File: src/rv_decode_pkg.sv
package rv_decode_pkg;

    localparam int XLEN    = 32;
    localparam int REG_SEL = 5;

    localparam logic [6:0] OPC_LOAD   = 7'b0000011;
    localparam logic [6:0] OPC_STORE  = 7'b0100011;
    localparam logic [6:0] OPC_JAL    = 7'b1101111;
    localparam logic [6:0] OPC_JALR   = 7'b1100111;
    localparam logic [6:0] OPC_LUI    = 7'b0110111;
    localparam logic [6:0] OPC_AUIPC  = 7'b0010111;
    localparam logic [6:0] OPC_OP     = 7'b0110011;
    localparam logic [6:0] OPC_OP_IMM = 7'b0010011;

    localparam logic [6:0] F7_MULDIV = 7'b0000001;  // M extension marker on OP

    localparam logic [2:0] F3_ADD_SUB = 3'b000;
    localparam logic [2:0] F3_SLL     = 3'b001;
    localparam logic [2:0] F3_SLT     = 3'b010;
    localparam logic [2:0] F3_SLTU    = 3'b011;
    localparam logic [2:0] F3_XOR     = 3'b100;
    localparam logic [2:0] F3_SRL_SRA = 3'b101;
    localparam logic [2:0] F3_OR      = 3'b110;
    localparam logic [2:0] F3_AND     = 3'b111;

    localparam logic [2:0] F3_MUL    = 3'b000;
    localparam logic [2:0] F3_MULH   = 3'b001;
    localparam logic [2:0] F3_MULHSU = 3'b010;
    localparam logic [2:0] F3_MULHU  = 3'b011;
    localparam logic [2:0] F3_DIV    = 3'b100;
    localparam logic [2:0] F3_DIVU   = 3'b101;
    localparam logic [2:0] F3_REM    = 3'b110;
    localparam logic [2:0] F3_REMU   = 3'b111;

    typedef enum logic [1:0] {IMM_I, IMM_S, IMM_J, IMM_U} imm_type_e;

    typedef enum logic [1:0] {SRC_A_RS1, SRC_A_PC, SRC_A_ZERO} src_a_sel_e;
    typedef enum logic [1:0] {SRC_B_RS2, SRC_B_IMM, SRC_B_FOUR} src_b_sel_e;

    typedef enum logic [3:0] {
        ALU_OP_ADD, ALU_OP_SUB, ALU_OP_SLL, ALU_OP_SLT, ALU_OP_SLTU,
        ALU_OP_XOR, ALU_OP_SRL, ALU_OP_SRA, ALU_OP_OR, ALU_OP_AND
    } alu_op_e;

    typedef enum logic [2:0] {
        RS_ENT_ALU, RS_ENT_LDST, RS_ENT_JAL, RS_ENT_JALR, RS_ENT_MUL, RS_ENT_DIV
    } rs_ent_e;

    typedef enum logic [1:0] {MD_OP_MUL, MD_OP_DIV, MD_OP_REM} md_op_e;
    typedef enum logic [1:0] {MD_OUT_LO, MD_OUT_HI, MD_OUT_REM} md_out_sel_e;

    typedef struct packed {
        logic [REG_SEL-1:0] rs1;
        logic [REG_SEL-1:0] rs2;
        logic [REG_SEL-1:0] rd;
        imm_type_e          imm_type;
        src_a_sel_e         src_a_sel;
        src_b_sel_e         src_b_sel;
        logic               wr_reg;
        logic               uses_rs1;
        logic               uses_rs2;
        logic               illegal;
        alu_op_e            alu_op;
        rs_ent_e            rs_ent;
        logic [2:0]         dmem_size;
        logic [2:0]         dmem_type;  // funct3 of load/store
        md_op_e             md_op;
        logic               md_in1_signed;
        logic               md_in2_signed;
        md_out_sel_e        md_out_sel;
    } decode_bundle_t;

endpackage
File: src/decode_if.sv
interface decode_if;

    logic                               valid;
    logic [rv_decode_pkg::XLEN-1:0]     pc;
    logic [rv_decode_pkg::XLEN-1:0]     imm;
    rv_decode_pkg::decode_bundle_t      bundle;  // combinational decode of f_inst

    modport src (
        output valid,
        output pc,
        output imm,
        output bundle
    );

    modport dst (
        input valid,
        input pc,
        input imm,
        input bundle
    );

endinterface

File: src/decode_top.sv
module decode_top (
    input  logic                                      clk_i,
    input  logic                                      rst_n_i,
    input  logic                                      inst_valid_i,
    input  logic [rv_decode_pkg::XLEN-1:0]            inst_i,
    input  logic [rv_decode_pkg::XLEN-1:0]            pc_i,
    input  logic                                      flush_i,
    output logic                                      disp_valid_o,
    output logic [rv_decode_pkg::XLEN-1:0]            disp_pc_o,
    output logic [rv_decode_pkg::XLEN-1:0]            disp_imm_o,
    output logic [rv_decode_pkg::REG_SEL-1:0]         disp_rs1_o,
    output logic [rv_decode_pkg::REG_SEL-1:0]         disp_rs2_o,
    output logic [rv_decode_pkg::REG_SEL-1:0]         disp_rd_o,
    output rv_decode_pkg::imm_type_e                  disp_imm_type_o,
    output rv_decode_pkg::src_a_sel_e                 disp_src_a_sel_o,
    output rv_decode_pkg::src_b_sel_e                 disp_src_b_sel_o,
    output logic                                      disp_wr_reg_o,
    output logic                                      disp_uses_rs1_o,
    output logic                                      disp_uses_rs2_o,
    output logic                                      disp_illegal_o,
    output rv_decode_pkg::alu_op_e                    disp_alu_op_o,
    output rv_decode_pkg::rs_ent_e                    disp_rs_ent_o,
    output logic [2:0]                                disp_dmem_size_o,
    output logic [2:0]                                disp_dmem_type_o,
    output rv_decode_pkg::md_op_e                     disp_md_op_o,
    output logic                                      disp_md_in1_signed_o,
    output logic                                      disp_md_in2_signed_o,
    output rv_decode_pkg::md_out_sel_e                disp_md_out_sel_o
);

    logic                           f_valid;
    logic [rv_decode_pkg::XLEN-1:0] f_inst;
    logic [rv_decode_pkg::XLEN-1:0] f_pc;
    logic [rv_decode_pkg::XLEN-1:0] f_imm;
    rv_decode_pkg::decode_bundle_t  f_bundle;
    rv_decode_pkg::decode_bundle_t  d_bundle;

    decode_if dec_if ();

    fetch_latch fetch_latch_i (
        .clk_i        (clk_i),
        .rst_n_i      (rst_n_i),
        .inst_valid_i (inst_valid_i),
        .inst_i       (inst_i),
        .pc_i         (pc_i),
        .flush_i      (flush_i),
        .valid_o      (f_valid),
        .inst_o       (f_inst),
        .pc_o         (f_pc)
    );

    decoder decoder_i (
        .inst_i   (f_inst),
        .bundle_o (f_bundle)
    );

    imm_gen imm_gen_i (
        .inst_i     (f_inst),
        .imm_type_i (f_bundle.imm_type),
        .imm_o      (f_imm)
    );

    assign dec_if.valid  = f_valid;
    assign dec_if.pc     = f_pc;
    assign dec_if.imm    = f_imm;
    assign dec_if.bundle = f_bundle;

    dispatch_stage dispatch_stage_i (
        .clk_i    (clk_i),
        .rst_n_i  (rst_n_i),
        .flush_i  (flush_i),
        .dec      (dec_if.dst),
        .valid_o  (disp_valid_o),
        .pc_o     (disp_pc_o),
        .imm_o    (disp_imm_o),
        .bundle_o (d_bundle)
    );

    assign disp_rs1_o           = d_bundle.rs1;
    assign disp_rs2_o           = d_bundle.rs2;
    assign disp_rd_o            = d_bundle.rd;
    assign disp_imm_type_o      = d_bundle.imm_type;
    assign disp_src_a_sel_o     = d_bundle.src_a_sel;
    assign disp_src_b_sel_o     = d_bundle.src_b_sel;
    assign disp_wr_reg_o        = d_bundle.wr_reg;
    assign disp_uses_rs1_o      = d_bundle.uses_rs1;
    assign disp_uses_rs2_o      = d_bundle.uses_rs2;
    assign disp_illegal_o       = d_bundle.illegal;
    assign disp_alu_op_o        = d_bundle.alu_op;
    assign disp_rs_ent_o        = d_bundle.rs_ent;
    assign disp_dmem_size_o     = d_bundle.dmem_size;
    assign disp_dmem_type_o     = d_bundle.dmem_type;
    assign disp_md_op_o         = d_bundle.md_op;
    assign disp_md_in1_signed_o = d_bundle.md_in1_signed;
    assign disp_md_in2_signed_o = d_bundle.md_in2_signed;
    assign disp_md_out_sel_o    = d_bundle.md_out_sel;

endmodule

File: src/dispatch_stage.sv
module dispatch_stage (
    input  logic                           clk_i,
    input  logic                           rst_n_i,
    input  logic                           flush_i,
    decode_if.dst                          dec,
    output logic                           valid_o,
    output logic [rv_decode_pkg::XLEN-1:0] pc_o,
    output logic [rv_decode_pkg::XLEN-1:0] imm_o,
    output rv_decode_pkg::decode_bundle_t  bundle_o
);

    rv_decode_pkg::decode_bundle_t bundle_d;

    // x0 is never renamed, so drop its write and uses
    always_comb begin
        bundle_d          = dec.bundle;
        bundle_d.wr_reg   = dec.bundle.wr_reg & (dec.bundle.rd != '0);
        bundle_d.uses_rs1 = dec.bundle.uses_rs1 & (dec.bundle.rs1 != '0);
        bundle_d.uses_rs2 = dec.bundle.uses_rs2 & (dec.bundle.rs2 != '0);
    end

    always_ff @(posedge clk_i) begin
        if (!rst_n_i) begin
            valid_o <= 1'b0;
        end else begin
            valid_o <= dec.valid & ~flush_i;
        end
    end

    always_ff @(posedge clk_i) begin
        if (dec.valid) begin
            pc_o     <= dec.pc;
            imm_o    <= dec.imm;
            bundle_o <= bundle_d;
        end
    end

endmodule

File: src/imm_gen.sv
module imm_gen (
    input  logic [rv_decode_pkg::XLEN-1:0] inst_i,
    input  rv_decode_pkg::imm_type_e       imm_type_i,
    output logic [rv_decode_pkg::XLEN-1:0] imm_o
);

    logic sign;

    assign sign = inst_i[31];

    always_comb begin
        case (imm_type_i)
            rv_decode_pkg::IMM_S: begin
                imm_o = {{20{sign}}, inst_i[31:25], inst_i[11:7]};
            end
            rv_decode_pkg::IMM_J: begin
                imm_o = {{12{sign}}, inst_i[19:12], inst_i[20], inst_i[30:21], 1'b0};
            end
            rv_decode_pkg::IMM_U: begin
                imm_o = {inst_i[31:12], 12'b0};  // low half zero
            end
            default: begin
                imm_o = {{20{sign}}, inst_i[31:20]};
            end
        endcase
    end

endmodule

File: src/decoder.sv
module decoder (
    input  logic [rv_decode_pkg::XLEN-1:0] inst_i,
    output rv_decode_pkg::decode_bundle_t  bundle_o
);

    logic [6:0]                  opcode;
    logic [2:0]                  funct3;
    logic [6:0]                  funct7;
    rv_decode_pkg::alu_op_e      alu_arith;
    rv_decode_pkg::rs_ent_e      md_ent;
    rv_decode_pkg::md_op_e       md_op;
    logic                        md_s1;
    logic                        md_s2;
    rv_decode_pkg::md_out_sel_e  md_out;

    assign opcode = inst_i[6:0];
    assign funct3 = inst_i[14:12];
    assign funct7 = inst_i[31:25];

    always_comb begin
        case (funct3)
            rv_decode_pkg::F3_ADD_SUB: alu_arith = (opcode == rv_decode_pkg::OPC_OP && funct7[5])
                                                   ? rv_decode_pkg::ALU_OP_SUB
                                                   : rv_decode_pkg::ALU_OP_ADD;
            rv_decode_pkg::F3_SLL:     alu_arith = rv_decode_pkg::ALU_OP_SLL;
            rv_decode_pkg::F3_SLT:     alu_arith = rv_decode_pkg::ALU_OP_SLT;
            rv_decode_pkg::F3_SLTU:    alu_arith = rv_decode_pkg::ALU_OP_SLTU;
            rv_decode_pkg::F3_XOR:     alu_arith = rv_decode_pkg::ALU_OP_XOR;
            rv_decode_pkg::F3_SRL_SRA: alu_arith = funct7[5] ? rv_decode_pkg::ALU_OP_SRA
                                                             : rv_decode_pkg::ALU_OP_SRL;
            rv_decode_pkg::F3_OR:      alu_arith = rv_decode_pkg::ALU_OP_OR;
            default:                   alu_arith = rv_decode_pkg::ALU_OP_AND;
        endcase
    end

    // mul/div fields always follow funct3, entry only matters for M ops
    always_comb begin
        md_ent = rv_decode_pkg::RS_ENT_DIV;
        md_op  = rv_decode_pkg::MD_OP_MUL;
        md_s1  = 1'b0;
        md_s2  = 1'b0;
        md_out = rv_decode_pkg::MD_OUT_LO;
        case (funct3)
            rv_decode_pkg::F3_MUL: begin
                md_ent = rv_decode_pkg::RS_ENT_MUL;
            end
            rv_decode_pkg::F3_MULH: begin
                md_ent = rv_decode_pkg::RS_ENT_MUL;
                md_s1  = 1'b1;
                md_s2  = 1'b1;
                md_out = rv_decode_pkg::MD_OUT_HI;
            end
            rv_decode_pkg::F3_MULHSU: begin
                md_ent = rv_decode_pkg::RS_ENT_MUL;
                md_s1  = 1'b1;  // rs1 signed, rs2 unsigned
                md_out = rv_decode_pkg::MD_OUT_HI;
            end
            rv_decode_pkg::F3_MULHU: begin
                md_ent = rv_decode_pkg::RS_ENT_MUL;
                md_out = rv_decode_pkg::MD_OUT_HI;
            end
            rv_decode_pkg::F3_DIV: begin
                md_op = rv_decode_pkg::MD_OP_DIV;
                md_s1 = 1'b1;
                md_s2 = 1'b1;
            end
            rv_decode_pkg::F3_DIVU: begin
                md_op = rv_decode_pkg::MD_OP_DIV;
            end
            rv_decode_pkg::F3_REM: begin
                md_op  = rv_decode_pkg::MD_OP_REM;
                md_s1  = 1'b1;
                md_s2  = 1'b1;
                md_out = rv_decode_pkg::MD_OUT_REM;
            end
            default: begin  // REMU
                md_op  = rv_decode_pkg::MD_OP_REM;
                md_out = rv_decode_pkg::MD_OUT_REM;
            end
        endcase
    end

    always_comb begin
        bundle_o.rs1           = inst_i[19:15];
        bundle_o.rs2           = inst_i[24:20];
        bundle_o.rd            = inst_i[11:7];
        bundle_o.imm_type      = rv_decode_pkg::IMM_I;
        bundle_o.src_a_sel     = rv_decode_pkg::SRC_A_RS1;
        bundle_o.src_b_sel     = rv_decode_pkg::SRC_B_IMM;
        bundle_o.wr_reg        = 1'b1;
        bundle_o.uses_rs1      = 1'b0;
        bundle_o.uses_rs2      = 1'b0;
        bundle_o.illegal       = 1'b0;
        bundle_o.alu_op        = rv_decode_pkg::ALU_OP_ADD;
        bundle_o.rs_ent        = rv_decode_pkg::RS_ENT_ALU;
        bundle_o.dmem_size     = {1'b0, funct3[1:0]};
        bundle_o.dmem_type     = funct3;
        bundle_o.md_op         = md_op;
        bundle_o.md_in1_signed = md_s1;
        bundle_o.md_in2_signed = md_s2;
        bundle_o.md_out_sel    = md_out;
        case (opcode)
            rv_decode_pkg::OPC_LOAD: begin
                bundle_o.uses_rs1 = 1'b1;
                bundle_o.rs_ent   = rv_decode_pkg::RS_ENT_LDST;
            end
            rv_decode_pkg::OPC_STORE: begin
                bundle_o.imm_type = rv_decode_pkg::IMM_S;
                bundle_o.wr_reg   = 1'b0;
                bundle_o.uses_rs1 = 1'b1;
                bundle_o.uses_rs2 = 1'b1;
                bundle_o.rs_ent   = rv_decode_pkg::RS_ENT_LDST;
            end
            rv_decode_pkg::OPC_JAL: begin
                bundle_o.imm_type  = rv_decode_pkg::IMM_J;
                bundle_o.src_a_sel = rv_decode_pkg::SRC_A_PC;  // link value pc + 4
                bundle_o.src_b_sel = rv_decode_pkg::SRC_B_FOUR;
                bundle_o.rs_ent    = rv_decode_pkg::RS_ENT_JAL;
            end
            rv_decode_pkg::OPC_JALR: begin
                bundle_o.src_a_sel = rv_decode_pkg::SRC_A_PC;
                bundle_o.src_b_sel = rv_decode_pkg::SRC_B_FOUR;
                bundle_o.uses_rs1  = 1'b1;  // target base
                bundle_o.rs_ent    = rv_decode_pkg::RS_ENT_JALR;
            end
            rv_decode_pkg::OPC_LUI: begin
                bundle_o.imm_type  = rv_decode_pkg::IMM_U;
                bundle_o.src_a_sel = rv_decode_pkg::SRC_A_ZERO;
            end
            rv_decode_pkg::OPC_AUIPC: begin
                bundle_o.imm_type  = rv_decode_pkg::IMM_U;
                bundle_o.src_a_sel = rv_decode_pkg::SRC_A_PC;
            end
            rv_decode_pkg::OPC_OP: begin
                bundle_o.src_b_sel = rv_decode_pkg::SRC_B_RS2;
                bundle_o.uses_rs1  = 1'b1;
                bundle_o.uses_rs2  = 1'b1;
                bundle_o.alu_op    = alu_arith;
                if (funct7 == rv_decode_pkg::F7_MULDIV) begin
                    bundle_o.rs_ent = md_ent;
                end
            end
            rv_decode_pkg::OPC_OP_IMM: begin
                bundle_o.uses_rs1 = 1'b1;
                bundle_o.alu_op   = alu_arith;
            end
            default: begin
                bundle_o.wr_reg  = 1'b0;
                bundle_o.illegal = 1'b1;  // branch, system, fence and unknown
            end
        endcase
    end

endmodule

File: src/fetch_latch.sv
module fetch_latch (
    input  logic                           clk_i,
    input  logic                           rst_n_i,
    input  logic                           inst_valid_i,
    input  logic [rv_decode_pkg::XLEN-1:0] inst_i,
    input  logic [rv_decode_pkg::XLEN-1:0] pc_i,
    input  logic                           flush_i,
    output logic                           valid_o,
    output logic [rv_decode_pkg::XLEN-1:0] inst_o,
    output logic [rv_decode_pkg::XLEN-1:0] pc_o
);

    always_ff @(posedge clk_i) begin
        if (!rst_n_i) begin
            valid_o <= 1'b0;
        end else begin
            valid_o <= inst_valid_i & ~flush_i;  // same-cycle entry dropped on flush
        end
    end

    always_ff @(posedge clk_i) begin
        if (inst_valid_i) begin
            inst_o <= inst_i;
            pc_o   <= pc_i;
        end
    end

endmodule

File: config.mk
export PLATFORM = sky130hd
export DESIGN_NAME = decode_top
export DESIGN_NICKNAME = d
export VERILOG_FILES = /design/src/rv_decode_pkg.sv /design/src/decode_if.sv /design/src/decode_top.sv /design/src/dispatch_stage.sv /design/src/imm_gen.sv /design/src/decoder.sv /design/src/fetch_latch.sv
export SDC_FILE = /design/constraint.sdc
export NUM_CORES = 1
export LEC_CHECK = 0
export BUFFER_PORTS_ARGS = -buffer_cell sky130_fd_sc_hd__buf_2
export CAP_MARGIN = 15
export CORE_ASPECT_RATIO = 1.25
export CORE_MARGIN = 3
export CORE_UTILIZATION = 48
export CTS_CLUSTER_DIAMETER = 60
export CTS_CLUSTER_SIZE = 40
export DETAILED_ROUTE_END_ITERATION = 12
export GPL_ROUTABILITY_DRIVEN = 0
export PLACE_DENSITY = 0.75
export SYNTH_ARGS = -nofsm -noshare
export SYNTH_HDL_FRONTEND = slang
export SYNTH_SLANG_ARGS = --single-unit
File: constraint.sdc
create_clock -name clk_i -period 6.3 [get_ports clk_i]
set_input_delay 0 -clock clk_i [delete_from_list [all_inputs] [get_ports clk_i]]
set_output_delay 0 -clock clk_i [all_outputs]
set_load 0.02 [all_outputs]
== After elaboration in Yosys (flattened, before gate mapping) ==
Index checks and enable logic that the tools add are counted.

* Input bits: 68
* Logic and storage cells: 86
* Register bits after elaboration: 173
* Output and inout bits: 109

* Reduce and logical (&&, ||, !) cells: 20
* Bitwise operators: 6
* Mux-type cells: 18
* Eq/ne operators: 18

{| class="wikitable"
|+ Operator list
! kind !! count
|-
| $pmux W31 S3 || 1
|-
| $pmux W4 S7 || 1
|-
| $eq A7 B6 Y1 const B || 3
|-
| $pmux W2 S2 || 4
|-
| $reduce_bool A5 Y1 || 3
|-
| $eq A7 B5 Y1 const B || 2
|-
| $eq A7 B7 Y1 const B || 2
|-
| $pmux W3 S4 || 1
|-
| $reduce_or A2 Y1 || 6
|-
| $reduce_or A3 Y1 || 4
|-
| $eq A3 B3 Y1 const B || 3
|-
| $mux W1 || 9
|-
| $reduce_or A4 Y1 || 2
|-
| $reduce_or A8 Y1 || 1
|-
| $eq A7 B1 Y1 const B || 1
|-
| $eq A7 B2 Y1 const B || 1
|-
| $reduce_or A7 Y1 || 1
|-
| $eq A3 B2 Y1 const B || 2
|-
| $pmux W2 S3 || 1
|-
| $and A1 B1 Y1 || 5
|-
| $reduce_or A5 Y1 || 1
|-
| $eq A2 B2 Y1 const B || 2
|-
| $eq A3 B1 Y1 const B || 1
|-
| $logic_not A3 Y1 || 1
|-
| other kinds (4) || 4
|}

== Longest topological paths before layout ==
Gate-level depths: netlist of the first run.

* Depth after elaboration: 5
* Mapped depth: 5
* Depth with buffers taken out: 3

== Hierarchy ==
Synthesis of the first run repeated with hierarchy kept, for this count alone.

* Cells, all modules: 311
* Area, all modules: 6119.6 µm²

{| class="wikitable"
|+ Modules (own cells, without submodules)
! module !! seq. area each (µm²) !! area an instance (µm²) !! times used !! cells each
|-
| dispatch_stage || 3263.1 || 3316.9 || 1 || 116
|-
| fetch_latch || 1941.9 || 1950.6 || 1 || 66
|-
| decoder || 0.0 || 521.8 || 1 || 77
|-
| imm_gen || 0.0 || 330.3 || 1 || 52
|}

== Least setup slack after synthesis of the first run ==
No wires, ideal clock.

* Kind: register -> register
* Start point: register fetch_latch_i.valid_o
* End point: register dispatch_stage_i.bundle_o[0] (netlist bit) (enable)
* Arrival: 2.580 ns
* Path buffers: 0
* Slack: 3.246 ns
* Data required time: 5.827 ns
* Period minus slack after synthesis: 3.054 ns
* Library setup time: 0.473 ns
* Stages on the path, launching flop included: 1
* Cell sequence: dfxtp_1

{| class="wikitable"
|+ RTL lines
! what !! line !! RTL
|-
| start, declared || fetch_latch.sv:8 || <nowiki>output logic valid_o,</nowiki>
|-
| start signal, assigned || fetch_latch.sv:17 || <nowiki>valid_o <= inst_valid_i & ~flush_i;</nowiki>
|-
| end signal, assigned || dispatch_stage.sv:34 || <nowiki>bundle_o <= bundle_d;</nowiki>
|-
| end, declared || dispatch_stage.sv:9 || <nowiki>output rv_decode_pkg::decode_bundle_t bundle_o</nowiki>
|}

No word-level cell between the ends.

== Worst setup path in the final report of the first run ==
* Start point: register fetch_latch_i.inst_o[6] (netlist bit)
* End point: register dispatch_stage_i.imm_o[19] (netlist bit), data pin

* Word-level cells in the longest chain between the ends: 5
* Elaborated cells between the ends (all ways): 10
* Classes of those cells: eq/ne: 7; mux: 2; reduce/logical: 1

{| class="wikitable"
|+ RTL lines
! what !! line !! RTL
|-
| start, declared || fetch_latch.sv:9 || <nowiki>output logic [rv_decode_pkg::XLEN-1:0] inst_o,</nowiki>
|-
| start signal, assigned || fetch_latch.sv:23 || <nowiki>inst_o <= inst_i;</nowiki>
|-
| $eq A7 B6 Y1 / $eq A7 B5 Y1 (equally long branches) || decoder.sv:102 || <nowiki>case (opcode)</nowiki>
|-
| $reduce_or A2 Y1 (no line) || - ||
|-
| $pmux W2 S3 * || decoder.sv:102 ||
|-
| $eq A2 B2 Y1 / $eq A2 B1 Y1 (equally long branches) || imm_gen.sv:12 || <nowiki>case (imm_type_i)</nowiki>
|-
| $pmux W31 S3 * || imm_gen.sv:12 ||
|-
| net dec_if.imm (one bit) || decode_if.sv:5 || <nowiki>logic [rv_decode_pkg::XLEN-1:0] imm;</nowiki>
|-
| end signal, assigned || dispatch_stage.sv:33 || <nowiki>imm_o <= dec.imm;</nowiki>
|-
| end, declared || dispatch_stage.sv:8 || <nowiki>output logic [rv_decode_pkg::XLEN-1:0] imm_o,</nowiki>
|}

Mark *: on every way through the listed nets, which the timed path passes. The rest lies on a longest branch.
A chain may end at the register's enable or synchronous reset.

==> results of run 1 <==
-- cell type report --
cell class | count | area (sq um)
fill | 746 | 3590
tap | 161 | 201.4
clock inverter | 15 | 217.7
sequential | 171 | 5119
clock buffer | 17 | 425.4
timing repair buffer | 244 | 1562
inverter | 10 | 37.54
multi-input combinational | 99 | 684.4
-- repair_timing --
item | 4_1_cts | 5_1_grt
setup buffers | 0 | 0
hold buffers | 67 | 0
setup endpoints to repair | 0 | 0
endpoints found under the hold margin | 66 | 0
-- state kept, by name (all words and copies together) (netlist names) --
register                   count
fetch_latch_i.pc_o            32
fetch_latch_i.inst_o          32
fetch_latch_i.valid_o          1
dispatch_stage_i.valid_o       1
dispatch_stage_i.bundle_o     41
dispatch_stage_i.pc_o         32
dispatch_stage_i.imm_o        32
-- per-stage QoR --
| stage | util, % | instance area, sq um | hold slack, ns | total power, uW | instances |
|---|---|---|---|---|---|
| floorplan | - | 5921 | 0.09887 | 1472 | 293 |
| global placement | 58.57 | 6933 | 0.1770 | 1541 | 618 |
| detailed placement | 58.57 | 6933 | 0.1781 | 1549 | 618 |
| CTS | 69.67 | 8247 | 0.05805 | 2700 | 717 |
| global route | 69.67 | 8247 | 0.07983 | 2769 | 717 |
| finish | 69.67 | 8247 | 0.07810 | 2683 | 717 |
-- worst max path at each step --
| stage | from | to | cells after the start |
|---|---|---|---|
| after global routing | fetch_latch_i.inst_o[3]$_DFFE_PP_ | dispatch_stage_i.imm_o[19]$_DFFE_PP_ | 3 |
| final | fetch_latch_i.inst_o[6]$_DFFE_PP_ | dispatch_stage_i.imm_o[19]$_DFFE_PP_ | 3 |
| after floorplan | fetch_latch_i.valid_o$_SDFF_PN0_ | dispatch_stage_i.bundle_o[0]$_DFFE_PP_ | 0 |
| after CTS | fetch_latch_i.inst_o[3]$_DFFE_PP_ | dispatch_stage_i.imm_o[19]$_DFFE_PP_ | 3 |
| after detailed placement | fetch_latch_i.inst_o[3]$_DFFE_PP_ | dispatch_stage_i.imm_o[12]$_DFFE_PP_ | 3 |
| after global placement | fetch_latch_i.inst_o[3]$_DFFE_PP_ | dispatch_stage_i.imm_o[12]$_DFFE_PP_ | 3 |
-- cells in the final DEF, fill, tap and decap left out, types with 2 or more instances in the layout --
cell / instances
a21oi_1: 6
and3b_1: 2
nor3_1: 2
mux2_2: 8
o21ai_0: 8
buf_4: 2
a21o_1: 12
buf_2: 175
bufinv_16: 5
nor2b_1: 9
edfxtp_1: 169
or4_1: 3
nand2_1: 5
nor2_1: 13
dlygate4sd3_1: 67
nor4_1: 2
nand4b_1: 2
mux2i_1: 6
inv_1: 10
inv_6: 4
clkinv_2: 4
nand3_1: 2
clkbuf_16: 17
-- critical path, cell delays in order (launching register included) --
cell and delay [ns]:
edfxtp_1 0.48, or3b_1 0.57, a21oi_1 0.86, mux2_2 0.43
-- per-layer routing --
layer	global-route usage [%]	share of wire [%]
met1	20.53	37
met2	32.55	52
met3	7.274	8.6
met4	7.954	1.9
met5	0	0
-- power groups by stage --
| stage | clock network [uW] | registers (uW) | logic [uW] |
|---|---|---|---|
| after floorplan | 0 | 1430 | 42.0 |
| after global placement | 0 | 1390 | 151 |
| after CTS | 1140 | 1370 | 187 |
| final | 1130 | 1370 | 187 |
| after detailed placement | 0 | 1390 | 155 |
| after global routing | 1190 | 1380 | 202 |
-- cell families after synthesis --
kind of cell	Yosys count	share of synthesized area [%]
and+or+nand+nor	49	4.861
AOI/OAI and AO/OA	34	3.952
buffers and inverters	23	2.050
xor gates and xnor gates	1	0.1480
other	1	0.06334
DFF	171	86.39
muxes	14	2.536
==> impl_results.md, run 1 <==
- Flop2flop setup slack: 3.71 ns
- Total Routed Length: approximately 12000 microns
- Switching power of the nets: 562.1 uW
- Wire length of the first global-routing pass: 19100 microns
- Post-Syn Area: 0.005921 sq mm
- Post-detailed-route count of antenna-violating nets: 0
- Final worst-path cycle share: roughly two fifths
- Reg-to-reg critical path startpoint: fetch_latch_i.inst_o[6]$_DFFE_PP_
- Worst-case hold path end point: fetch_latch_i.pc_o[28]$_DFFE_PP_
- Setup Crit Path Kind: flip-flop to flip-flop
- Nets: 611
- PostCTS Resize Cnt: 0
- Synth top area cells: edfxtp_1 (86%), a21o_1 (1.5%), mux2_2 (1.5%)
- Row count: 44
- Vias: between 3000 and 4000
- Synthesized Nets: around 360
- Area enclosed by the die boundary: about 0.014 sq mm
- Deepest clock path buffer count: 2
- Worst max-slew margin expressed relative to the limit: around 30%
- Largest net degree at the start of global routing: 70
- # H-tree levels: 4
- Post-synthesis sequential element count: between 150 and 200
- Remaining global-route overflow: 0
- Vias per inst: roughly 4.8
- Max_cap viols: 0
- Part of the Yosys area used for sequential elements: between 80% and 90%
- Total track usage: between 10% and 20%
- Sum of net half-perimeters after detailed placement: about 7500 microns
- Total power per unit cell area: between 300 and 400 mW/mm^2
- Average instance area after synthesis: 20.21 sq um
- Via count of the first global-routing pass: approximately 3700
- Combinational fraction of design power: around 7.0%
- Internal power consumption: approximately 2100 uW
- Unrepaired setup endpoints after global routing: false
- TritonCTS clock tree: built
- Drc violations: 0
- CTS Root Buffer Type: clkbuf_16
- Total CTS buffers: 17
- Crit start category: flip-flop
- Clock latency on the worst-skew pair: approximately 0.42 ns
- Maximum ir drop on the vdd rail: between 200 and 250 uV
- Share of cells above drive strength 1: between 30% and 40%
- Shortest period the worst path allows: 2.593 ns
- DP Worst Slack: between 3 and 4 ns
- Portion of total power attributed to sequential cells: roughly half
- TNS Setup: 0 ns
- Hold Crit Depth: 1
- Upper clock frequency limit: between 300 and 400 MHz
- Worst Clk Skew: around 0.0096 ns
- Signed area change from the synthesized netlist to the final layout: 39.29%
- Share of synthesized flip-flops with an asynchronous set or reset: 0%
- Number of standard cells after synthesis: 293
- Least setup slack across all paths after layout: between 3 and 4 ns
- Count leader, synth: edfxtp_1
- Fraction of power consumed by the clock network: a little over two fifths
- Switching part of the total power: 20.95%
- Y dimension of the die: ~130 microns
- RR Endpoint: dispatch_stage_i.imm_o[19]$_DFFE_PP_
- Clock slew at the register clock pins of the worst setup and hold paths: around 0.060 ns
- Initial antenna violation count: 0
- Hold path startpoint: inst_valid_i
- Die Span X: around 110 microns
- Number of I/O pins: 177
- Cell variety after synth: 40
- Status: finished, final reports clean
- Port Buffer Count: around 180
- Leakage power total: about 0.0032 uW
- Initial core utilization: about 50%
- Type of destination of the critical path: flip-flop
- Detailed-route wire length per cell: around 17 microns
- Starting DRC count in detailed routing: about 180
- Max-slew violation count: 0
- Area share of the largest cell type after synthesis: a little under nine tenths
- Transition at the pin with the smallest max-transition slack: just over 1 ns
- # setup viols final: 0
- Sinks on the clock net: approximately 170
- Worst endpoint required time: around 6.5 ns
- Worst EP arrival: around 2.8 ns
- Detailed-router iteration count before antenna repair: 4
- Total inserted antenna cells: 0
- Count of flip-flops with a built-in enable after synthesis: approximately 170
- Maximum fanout count along the critical path: 12
- Class of the most critical hold timing path: input port to flip-flop
- Total count of hold-check failures in the final report: 0
- Cell type with the highest aggregate area in the netlist: edfxtp_1
- Count of synthesis-stage warnings from yosys: 0
- Register-to-Register Path Depth: 3
- Placeable Area: around 0.012 sq mm
- Commonest cells post-synth: edfxtp_1 (169), nor2_1 (13), a21o_1 (12)
- Post-synth top flop: edfxtp_1
Power figures use the tool's default switching activity.
==> run 2: changes to the inputs <==
--- a/config.mk
+++ b/config.mk
@@ -5,6 +5,7 @@
 export SDC_FILE = /design/constraint.sdc
 export NUM_CORES = 1
 export LEC_CHECK = 0
+export ABC_AREA = 1
 export BUFFER_PORTS_ARGS = -buffer_cell sky130_fd_sc_hd__buf_2
 export CAP_MARGIN = 15
 export CORE_ASPECT_RATIO = 1.25
==> constraint.sdc (replaced) <==
create_clock -name clk_i -period 2.7 [get_ports clk_i]
set_input_delay 0 -clock clk_i [delete_from_list [all_inputs] [get_ports clk_i]]
set_output_delay 0 -clock clk_i [all_outputs]
set_load 0.02 [all_outputs]
==> run 2 against run 1 <==
Against the previous run: total power is 120% higher; cell count is 7.4% higher; fmax is 35% higher; critical path type unchanged; clock-buffer cell count stayed put; die area is 1.3% higher; critical path depth is 1 higher; highest routed layer unchanged; setup slack worse by 2.9 ns; register-to-register slack worse by 2.9 ns; final area is 0.52% higher; sequential share of layout area is 0.32 points lower; non-clock buffer count is 1 higher.
==> impl_results.md, run 2 <==
- Count leader, synth: edfxtp_1 (unchanged)
- Initial core utilization: 49.34% (was 50.02%)
- CTS Root Buffer Type: clkbuf_16 (unchanged)
- Transition at the pin with the smallest max-transition slack: 0.8940 ns (was 1.037 ns)
- Flop2flop setup slack: 0.78 ns (was 3.71 ns)
- Shortest period the worst path allows: 1.918 ns (was 2.593 ns)
- Wire length of the first global-routing pass: 19000 microns (was 19100 microns)
- Number of standard cells after synthesis: 334 (was 293)
- Maximum fanout count along the critical path: 46 (was 12)
- Commonest cells post-synth: edfxtp_1 (169), inv_1 (31), nand2_1 (31) (was edfxtp_1 (169), nor2_1 (13), a21o_1 (12))
- Cell variety after synth: 31 (was 40)
- Initial antenna violation count: 0 (unchanged)
- TritonCTS clock tree: built (unchanged)
- DP Worst Slack: 1.075 ns (was 3.691 ns)
- Clock slew at the register clock pins of the worst setup and hold paths: 0.06 ns (about the same)
- Switching power of the nets: 1314 uW (was 562.1 uW)
- Leading cell types in the layout, fill and taps excluded: buf_2 (175), edfxtp_1 (169), dlygate4sd3_1 (67) (unchanged)
- Max reg flops: 41 (unchanged)
- Type of destination of the critical path: flip-flop (unchanged)
- Area of all sequential standard cells: 0.005119 sq mm (unchanged)
- Post-Syn Area: 0.006001 sq mm (was 0.005921 sq mm)
- Combinational fraction of design power: 8.1% (was 7.0%)
- Port Buffer Count: 175 (unchanged)
- Synthesized Nets: 402 (was 361)
- Post-detailed-route count of antenna-violating nets: 0 (unchanged)
- Total track usage: 18.36% (was 18.70%)
- Multi-input gate area: 708.2 sq um (was 684.4 sq um)
- TNS Setup: 0 ns (unchanged)
- Biggest register: dispatch_stage_i.bundle_o (unchanged)
- Count of flip-flops with a built-in enable after synthesis: 169 (unchanged)
- Sinks on the clock net: 171 (unchanged)
- Vias: 3653 (was 3436)
- Worst EP arrival: 2.27 ns (was 2.76 ns)
- Reg-to-reg critical path startpoint: fetch_latch_i.valid_o$_SDFF_PN0_ (was fetch_latch_i.inst_o[6]$_DFFE_PP_)
- RR Endpoint: dispatch_stage_i.valid_o$_SDFF_PN0_ (was dispatch_stage_i.imm_o[19]$_DFFE_PP_)
- Y dimension of the die: 131.0 microns (was 130.2 microns)
- Worst endpoint required time: 3.05 ns (was 6.46 ns)
- Worst Clk Skew: 0.008253 ns (was 0.009606 ns)
- Status: finished, final reports clean (unchanged)
- Share of cells above drive strength 1: 39.77% (was 39.75%)
- Upper clock frequency limit: 521.4 MHz (was 385.6 MHz)
- Placeable Area: 0.01216 sq mm (was 0.01184 sq mm)
- Internal power consumption: 4473 uW (was 2120 uW)
- Setup Crit Path Kind: flip-flop to flip-flop (unchanged)
- Detailed-route wire length per cell: 16.28 microns (was 17.16 microns)
- Part of the Yosys area used for sequential elements: 85.24% (was 86.39%)
- Vias per inst: 4.744 (was 4.792)
- Unrepaired setup endpoints after global routing: false (unchanged)
- Total CTS buffers: 17 (unchanged)
- Synth top area cells: edfxtp_1 (85%), inv_1 (1.9%), nand2_1 (1.9%) (was edfxtp_1 (86%), a21o_1 (1.5%), mux2_2 (1.5%))
- Nets: 661 (was 611)
- Max_cap viols: 0 (unchanged)
- Switching part of the total power: 22.71% (was 20.95%)
- Portion of total power attributed to sequential cells: 55.0% (was 51.1%)
- Cell type with the highest aggregate area in the netlist: edfxtp_1 (unchanged)
- Number of inserted filler cells in the final layout: 848 (was 746)
- PostCTS Resize Cnt: 0 (unchanged)
- Count of synthesis-stage warnings from yosys: 0 (unchanged)
- Number of I/O pins: 177 (unchanged)
- Worst-case hold path end point: fetch_latch_i.valid_o$_SDFF_PN0_ (was fetch_latch_i.pc_o[28]$_DFFE_PP_)
- Fraction of power consumed by the clock network: 36.9% (was 41.9%)
- Maximum ir drop on the vdd rail: 502.7 uV (was 243.3 uV)
- Sum of net half-perimeters after detailed placement: 8058 microns (was 7550 microns)
- Post-synthesis sequential element count: 171 (unchanged)
- Register-to-Register Path Depth: 4 (was 3)
- Via count of the first global-routing pass: 3662 (was 3653)
- Starting DRC count in detailed routing: 189 (was 176)
- Total Routed Length: 12530 microns (was 12310 microns)
- Crit start category: flip-flop (unchanged)
- Average instance area after synthesis: 17.97 sq um (was 20.21 sq um)
- Total inserted antenna cells: 0 (unchanged)
- Hold Crit Depth: 3 (was 1)
- Total count of hold-check failures in the final report: 0 (unchanged)
- Row count: 45 (was 44)
- Worst max-slew margin expressed relative to the limit: 40.40% (was 30.89%)
- Total power per unit cell area: 698.1 mW/mm^2 (was 325.3 mW/mm^2)
- Area share of the largest cell type after synthesis: 84.57% (was 85.71%)
- Finished Core Util: 68.16% (was 69.67%)
- Leakage power total: 0.003323 uW (was 0.003243 uW)
- Drc violations: 0 (unchanged)
- Hold path startpoint: inst_valid_i (unchanged)
- Max-slew violation count: 0 (unchanged)
- Non-filler cells in the finished layout: 770 (was 717)
- Signed area change from the synthesized netlist to the final layout: 38.14% (was 39.29%)
- Hold-fix buffers at CTS: 67 (unchanged)
- Deepest clock path buffer count: 2 (unchanged)
- Most common cell after layout, fill and taps aside: buf_2 (unchanged)
- Class of the most critical hold timing path: input port to flip-flop (unchanged)
- Area enclosed by the die boundary: 0.01389 sq mm (was 0.01371 sq mm)
- Remaining global-route overflow: 0 (unchanged)
- Detailed-router iteration count before antenna repair: 4 (unchanged)
- Largest net degree at the start of global routing: 47 (was 70)
- Number of buffers inserted by post-CTS setup repair: 0 (unchanged)
- # setup viols final: 0 (unchanged)
- Die Span X: 106.0 microns (was 105.3 microns)
- # H-tree levels: 4 (unchanged)
- Share of synthesized flip-flops with an asynchronous set or reset: 0% (unchanged)
- Final worst-path cycle share: 71.03% (was 41.16%)
- Post-synth top flop: edfxtp_1 (unchanged)
- DP Cell Count: 671 (was 618)
- Least setup slack across all paths after layout: 0.7821 ns (was 3.707 ns)
- Clock latency on the worst-skew pair: 0.41 ns (was 0.42 ns)
- Crit path from: fetch_latch_i.valid_o$_SDFF_PN0_ (was fetch_latch_i.inst_o[6]$_DFFE_PP_)
## run 2: changes by cell type in the layout (fill, tap and decap cells not counted), moves of 7 or more
cell and change:
nand2_1 +26, inv_1 +21, a21o_1 -12, nor2b_1 -9, mux2_2 -8, nor2_1 +8
nand3_1 +7, o21ai_2 +7
## run 2: how the worst max path moves through the flow
stage,to,cells past startpoint
after floorplan,dispatch_stage_i.bundle_o[0]$_DFFE_PP_,0
after global placement,dispatch_stage_i.imm_o[14]$_DFFE_PP_,6
after detailed placement,dispatch_stage_i.imm_o[15]$_DFFE_PP_,6
after CTS,dispatch_stage_i.valid_o$_SDFF_PN0_,4
after global routing,dispatch_stage_i.valid_o$_SDFF_PN0_,4
final,dispatch_stage_i.valid_o$_SDFF_PN0_,4
## run 2: cell families after synthesis
family                 count (synthesis)  share of synthesized area [%]
buffers and inverters                 40                          2.961
DFF                                  171                          85.24
AOI/OAI and AO/OA                     30                          3.211
other                                  1                        0.06249
and+or+nand+nor                       92                          8.528
## run 2: cell type report
cell class | instances | area share [%]
flip-flops and latches | 171 | 61.75
well taps | 164 | 2.475
multi-input cells | 123 | 8.543
clock inverters | 15 | 1.192
repair buffers | 245 | 19.23
clock buffers | 17 | 5.132
inverters | 35 | 1.675
## run 2: worst max-delay path: stages (launching register included)
cell and delay [ns]:
dfxtp_4 0.76, buf_12 0.32, nand2_1 0.08, nor2_1 0.11, dlygate4sd3_1 0.57
## run 2: power by group through the flow
stage / combinational [uW] / clock (uW) / sequential [uW]
after floorplan: 104 / 0 / 3340
after CTS: 470 / 2180 / 3180
after global routing: 509 / 2270 / 3200
after global placement: 383 / 0 / 3230
final: 469 / 2130 / 3180
after detailed placement: 395 / 0 / 3240
## run 2: per-layer routing
metal | up-vias | global-route usage (%) | routed length, microns
li1 | 1736 | - | -
met1 | 1762 | 20.91 | 4513
met2 | 136 | 32.58 | 6848
met3 | 19 | 6.044 | 923
met4 | 0 | 6.784 | 249
met5 | - | 0 | 0
## run 2: through the flow
step / power [uW] / hold WS [ns] / area (sq um)
2_1_floorplan: 3440 / 0.06411 / 6002
3_3_place_gp: 3615 / 0.1741 / 7094
3_5_place_dp: 3633 / 0.1766 / 7094
4_1_cts: 5830 / 0.2330 / 8289
5_1_grt: 5983 / 0.2800 / 8289
6_report: 5786 / 0.2377 / 8289
==> run 3: changes to the inputs <==
==> constraint.sdc (replaced) <==
create_clock -name clk_i -period 1.8 [get_ports clk_i]
set_input_delay 0 -clock clk_i [delete_from_list [all_inputs] [get_ports clk_i]]
set_output_delay 0 -clock clk_i [all_outputs]
set_load 0.02 [all_outputs]
==> run 3 against run 2 <==
Against the previous run: worst hold slack worse by 0.059 ns; total power up 59%; via count up 0.19%; global-route usage up 0.24 points; largest power group unchanged.
==> impl_results.md, run 3 (synthesized netlist as in run 2, its figures left out) <==
- Vias per inst: 4.741 (was 4.744)
- Maximum ir drop on the vdd rail: 668.7 uV (was 502.7 uV)
- Worst hold slack after final layout: 0.1787 ns (was 0.2377 ns)
- Internal power consumption: 7265 uW (was 4473 uW)
- Number of I/O pins: 177 (unchanged)
- Total inserted antenna cells: 0 (unchanged)
- Die Span X: 106.0 microns (unchanged)
- Total CTS buffers: 17 (unchanged)
- Clock latency on the worst-skew pair: 0.41 ns (about the same)
- TritonCTS clock tree: built (unchanged)
- Largest net degree at the start of global routing: 71 (was 47)
- Register-to-Register Path Depth: 6 (was 4)
- Post-detailed-route count of antenna-violating nets: 0 (unchanged)
- Area of all sequential standard cells: 0.005119 sq mm (unchanged)
- Starting DRC count in detailed routing: 149 (was 189)
- Hold Crit Depth: 2 (was 3)
- Instance area at placement: 0.007097 sq mm (was 0.007094 sq mm)
- TNS Setup: 0 ns (unchanged)
- Via count of the first global-routing pass: 3825 (was 3662)
- Sum of net half-perimeters after detailed placement: 8265 microns (was 8058 microns)
- Vias: 3660 (was 3653)
- Class of the most critical hold timing path: input port to flip-flop (unchanged)
- Switching part of the total power: 20.94% (was 22.71%)
- Drc violations: 0 (unchanged)
- Final worst-path cycle share: 90.39% (was 71.03%)
- Upper clock frequency limit: 614.6 MHz (was 521.4 MHz)
- Deepest clock path buffer count: 2 (unchanged)
- Max reg flops: 41 (unchanged)
- Unrepaired setup endpoints after global routing: false (unchanged)
- # setup viols final: 0 (unchanged)
- Total power per unit cell area: 1097 mW/mm^2 (was 698.1 mW/mm^2)
- CTS Root Buffer Type: clkbuf_16 (unchanged)
- Type of destination of the critical path: flip-flop (unchanged)
- Share of cells above drive strength 1: 39.31% (was 39.77%)
- Worst Clk Skew: 0.006278 ns (was 0.008253 ns)
- Remaining global-route overflow: 0 (unchanged)
- Total track usage: 18.60% (was 18.36%)
- Y dimension of the die: 131.0 microns (unchanged)
- Clock slew at the register clock pins of the worst setup and hold paths: 0.06 ns (about the same)
- Setup Crit Path Kind: flip-flop to flip-flop (unchanged)
- Total count of hold-check failures in the final report: 0 (unchanged)
- Initial antenna violation count: 0 (unchanged)
- Initial core utilization: 49.34% (unchanged)
- Biggest register: dispatch_stage_i.bundle_o (unchanged)
- Detailed-route wire length per cell: 16.29 microns (was 16.28 microns)
- Leakage power total: 0.003348 uW (was 0.003323 uW)
- Multi-input gate area: 708.2 sq um (unchanged)
- Fraction of power consumed by the clock network: 40.3% (was 36.9%)
- Placeable Area: 0.01216 sq mm (unchanged)
- # H-tree levels: 4 (unchanged)
- Finished Core Util: 68.88% (was 68.16%)
- Final std cell area, no fill: 0.008377 sq mm (was 0.008289 sq mm)
- Row count: 45 (unchanged)
- Nets: 663 (was 661)
- Worst endpoint required time: 1.96 ns (was 3.05 ns)
- Number of inserted filler cells in the final layout: 818 (was 848)
- Detailed-router iteration count before antenna repair: 4 (unchanged)
- Worst EP arrival: 1.79 ns (was 2.27 ns)
- Total Routed Length: 12580 microns (was 12530 microns)
- Portion of total power attributed to sequential cells: 51.8% (was 55.0%)
- Leading cell types in the layout, fill and taps excluded: buf_2 (175), edfxtp_1 (169), dlygate4sd3_1 (67) (unchanged)
- Wire length of the first global-routing pass: 19330 microns (was 19000 microns)
- Signed area change from the synthesized netlist to the final layout: 39.60% (was 38.14%)
- Max-slew violation count: 0 (unchanged)
- Switching power of the nets: 1924 uW (was 1314 uW)
- Status: finished, final reports clean (unchanged)
- Shortest period the worst path allows: 1.627 ns (was 1.918 ns)
- Crit start category: flip-flop (unchanged)
- Maximum fanout count along the critical path: 16 (was 46)
- Most common cell after layout, fill and taps aside: buf_2 (unchanged)
- Sinks on the clock net: 171 (unchanged)
- Area enclosed by the die boundary: 0.01389 sq mm (unchanged)
- Max_cap viols: 0 (unchanged)
- Combinational fraction of design power: 7.9% (was 8.1%)
- Port Buffer Count: 175 (unchanged)
-- run 3: cell count changes in the layout (fill, tap and decap cells not counted), sizes merged --
cell	change
clkinv	-5
bufinv	+4
inv	-4
clkbuf	+3
buf	+2
clkinvlp	+2
-- run 3: through the flow --
| step | std cells | setup WS [ns] | total power [uW] |
|---|---|---|---|
| detailed placement | 673 | 0.2035 | 5455 |
| floorplan | 334 | 0.4049 | 5157 |
| global placement | 673 | 0.2669 | 5426 |
| finish | 772 | 0.1730 | 9189 |
| global route | 772 | 0.07655 | 9506 |
| CTS | 772 | 0.1714 | 9257 |
-- run 3: power by group through the flow --
stage / Combinational [uW] / Clock, uW / Sequential (uW)
floorplan: 156 / 0 / 5000
global placement: 597 / 0 / 4830
detailed placement: 614 / 0 / 4840
CTS: 729 / 3770 / 4760
global route: 787 / 3940 / 4780
finish: 726 / 3700 / 4760
-- run 3: repair_timing --
action / CTS / global route
hold buffers: 67 / 0
resized for setup: 0 / 0
endpoints found under the hold margin: 66 / 0
setup buffers: 0 / 0
-- run 3: worst max-delay path, stage by stage, from the launching register on --
cell,delay [ns]
edfxtp_1,0.48
nor2_2,0.22
nand3_4,0.24
nand2_8,0.19
inv_8,0.07
nand2_8,0.10
nand2_1,0.06
-- run 3: final cells by class --
| type | instances | area share (%) |
|---|---|---|
| sequential | 171 | 61.11 |
| timing repair buffer | 247 | 19.06 |
| multi-input combinational | 123 | 8.454 |
| clock buffer | 20 | 5.213 |
| tap | 164 | 2.450 |
| clock inverter | 12 | 2.061 |
| inverter | 35 | 1.658 |
-- run 3: final timing paths --
check / start / endpoint / slack (ns)
setup / recovery: fetch_latch_i.inst_o[6]$_DFFE_PP_ / dispatch_stage_i.imm_o[16]$_DFFE_PP_ / 0.17
setup reg to reg: fetch_latch_i.inst_o[6]$_DFFE_PP_ / dispatch_stage_i.imm_o[16]$_DFFE_PP_ / 0.17
hold / removal: inst_valid_i / fetch_latch_i.pc_o[16]$_DFFE_PP_ / 0.18
hold reg to reg: fetch_latch_i.pc_o[23]$_DFFE_PP_ / dispatch_stage_i.pc_o[23]$_DFFE_PP_ / 0.42
-- run 3: metal layers --
metal / up-vias / wire length, microns / track usage (%)
met3: 24 / 1018 / 7.224
met1: 1749 / 4635 / 20.82
met2: 151 / 6602 / 32.17
met5: - / 0 / 0
li1: 1736 / - / -
met4: 0 / 322 / 7.622
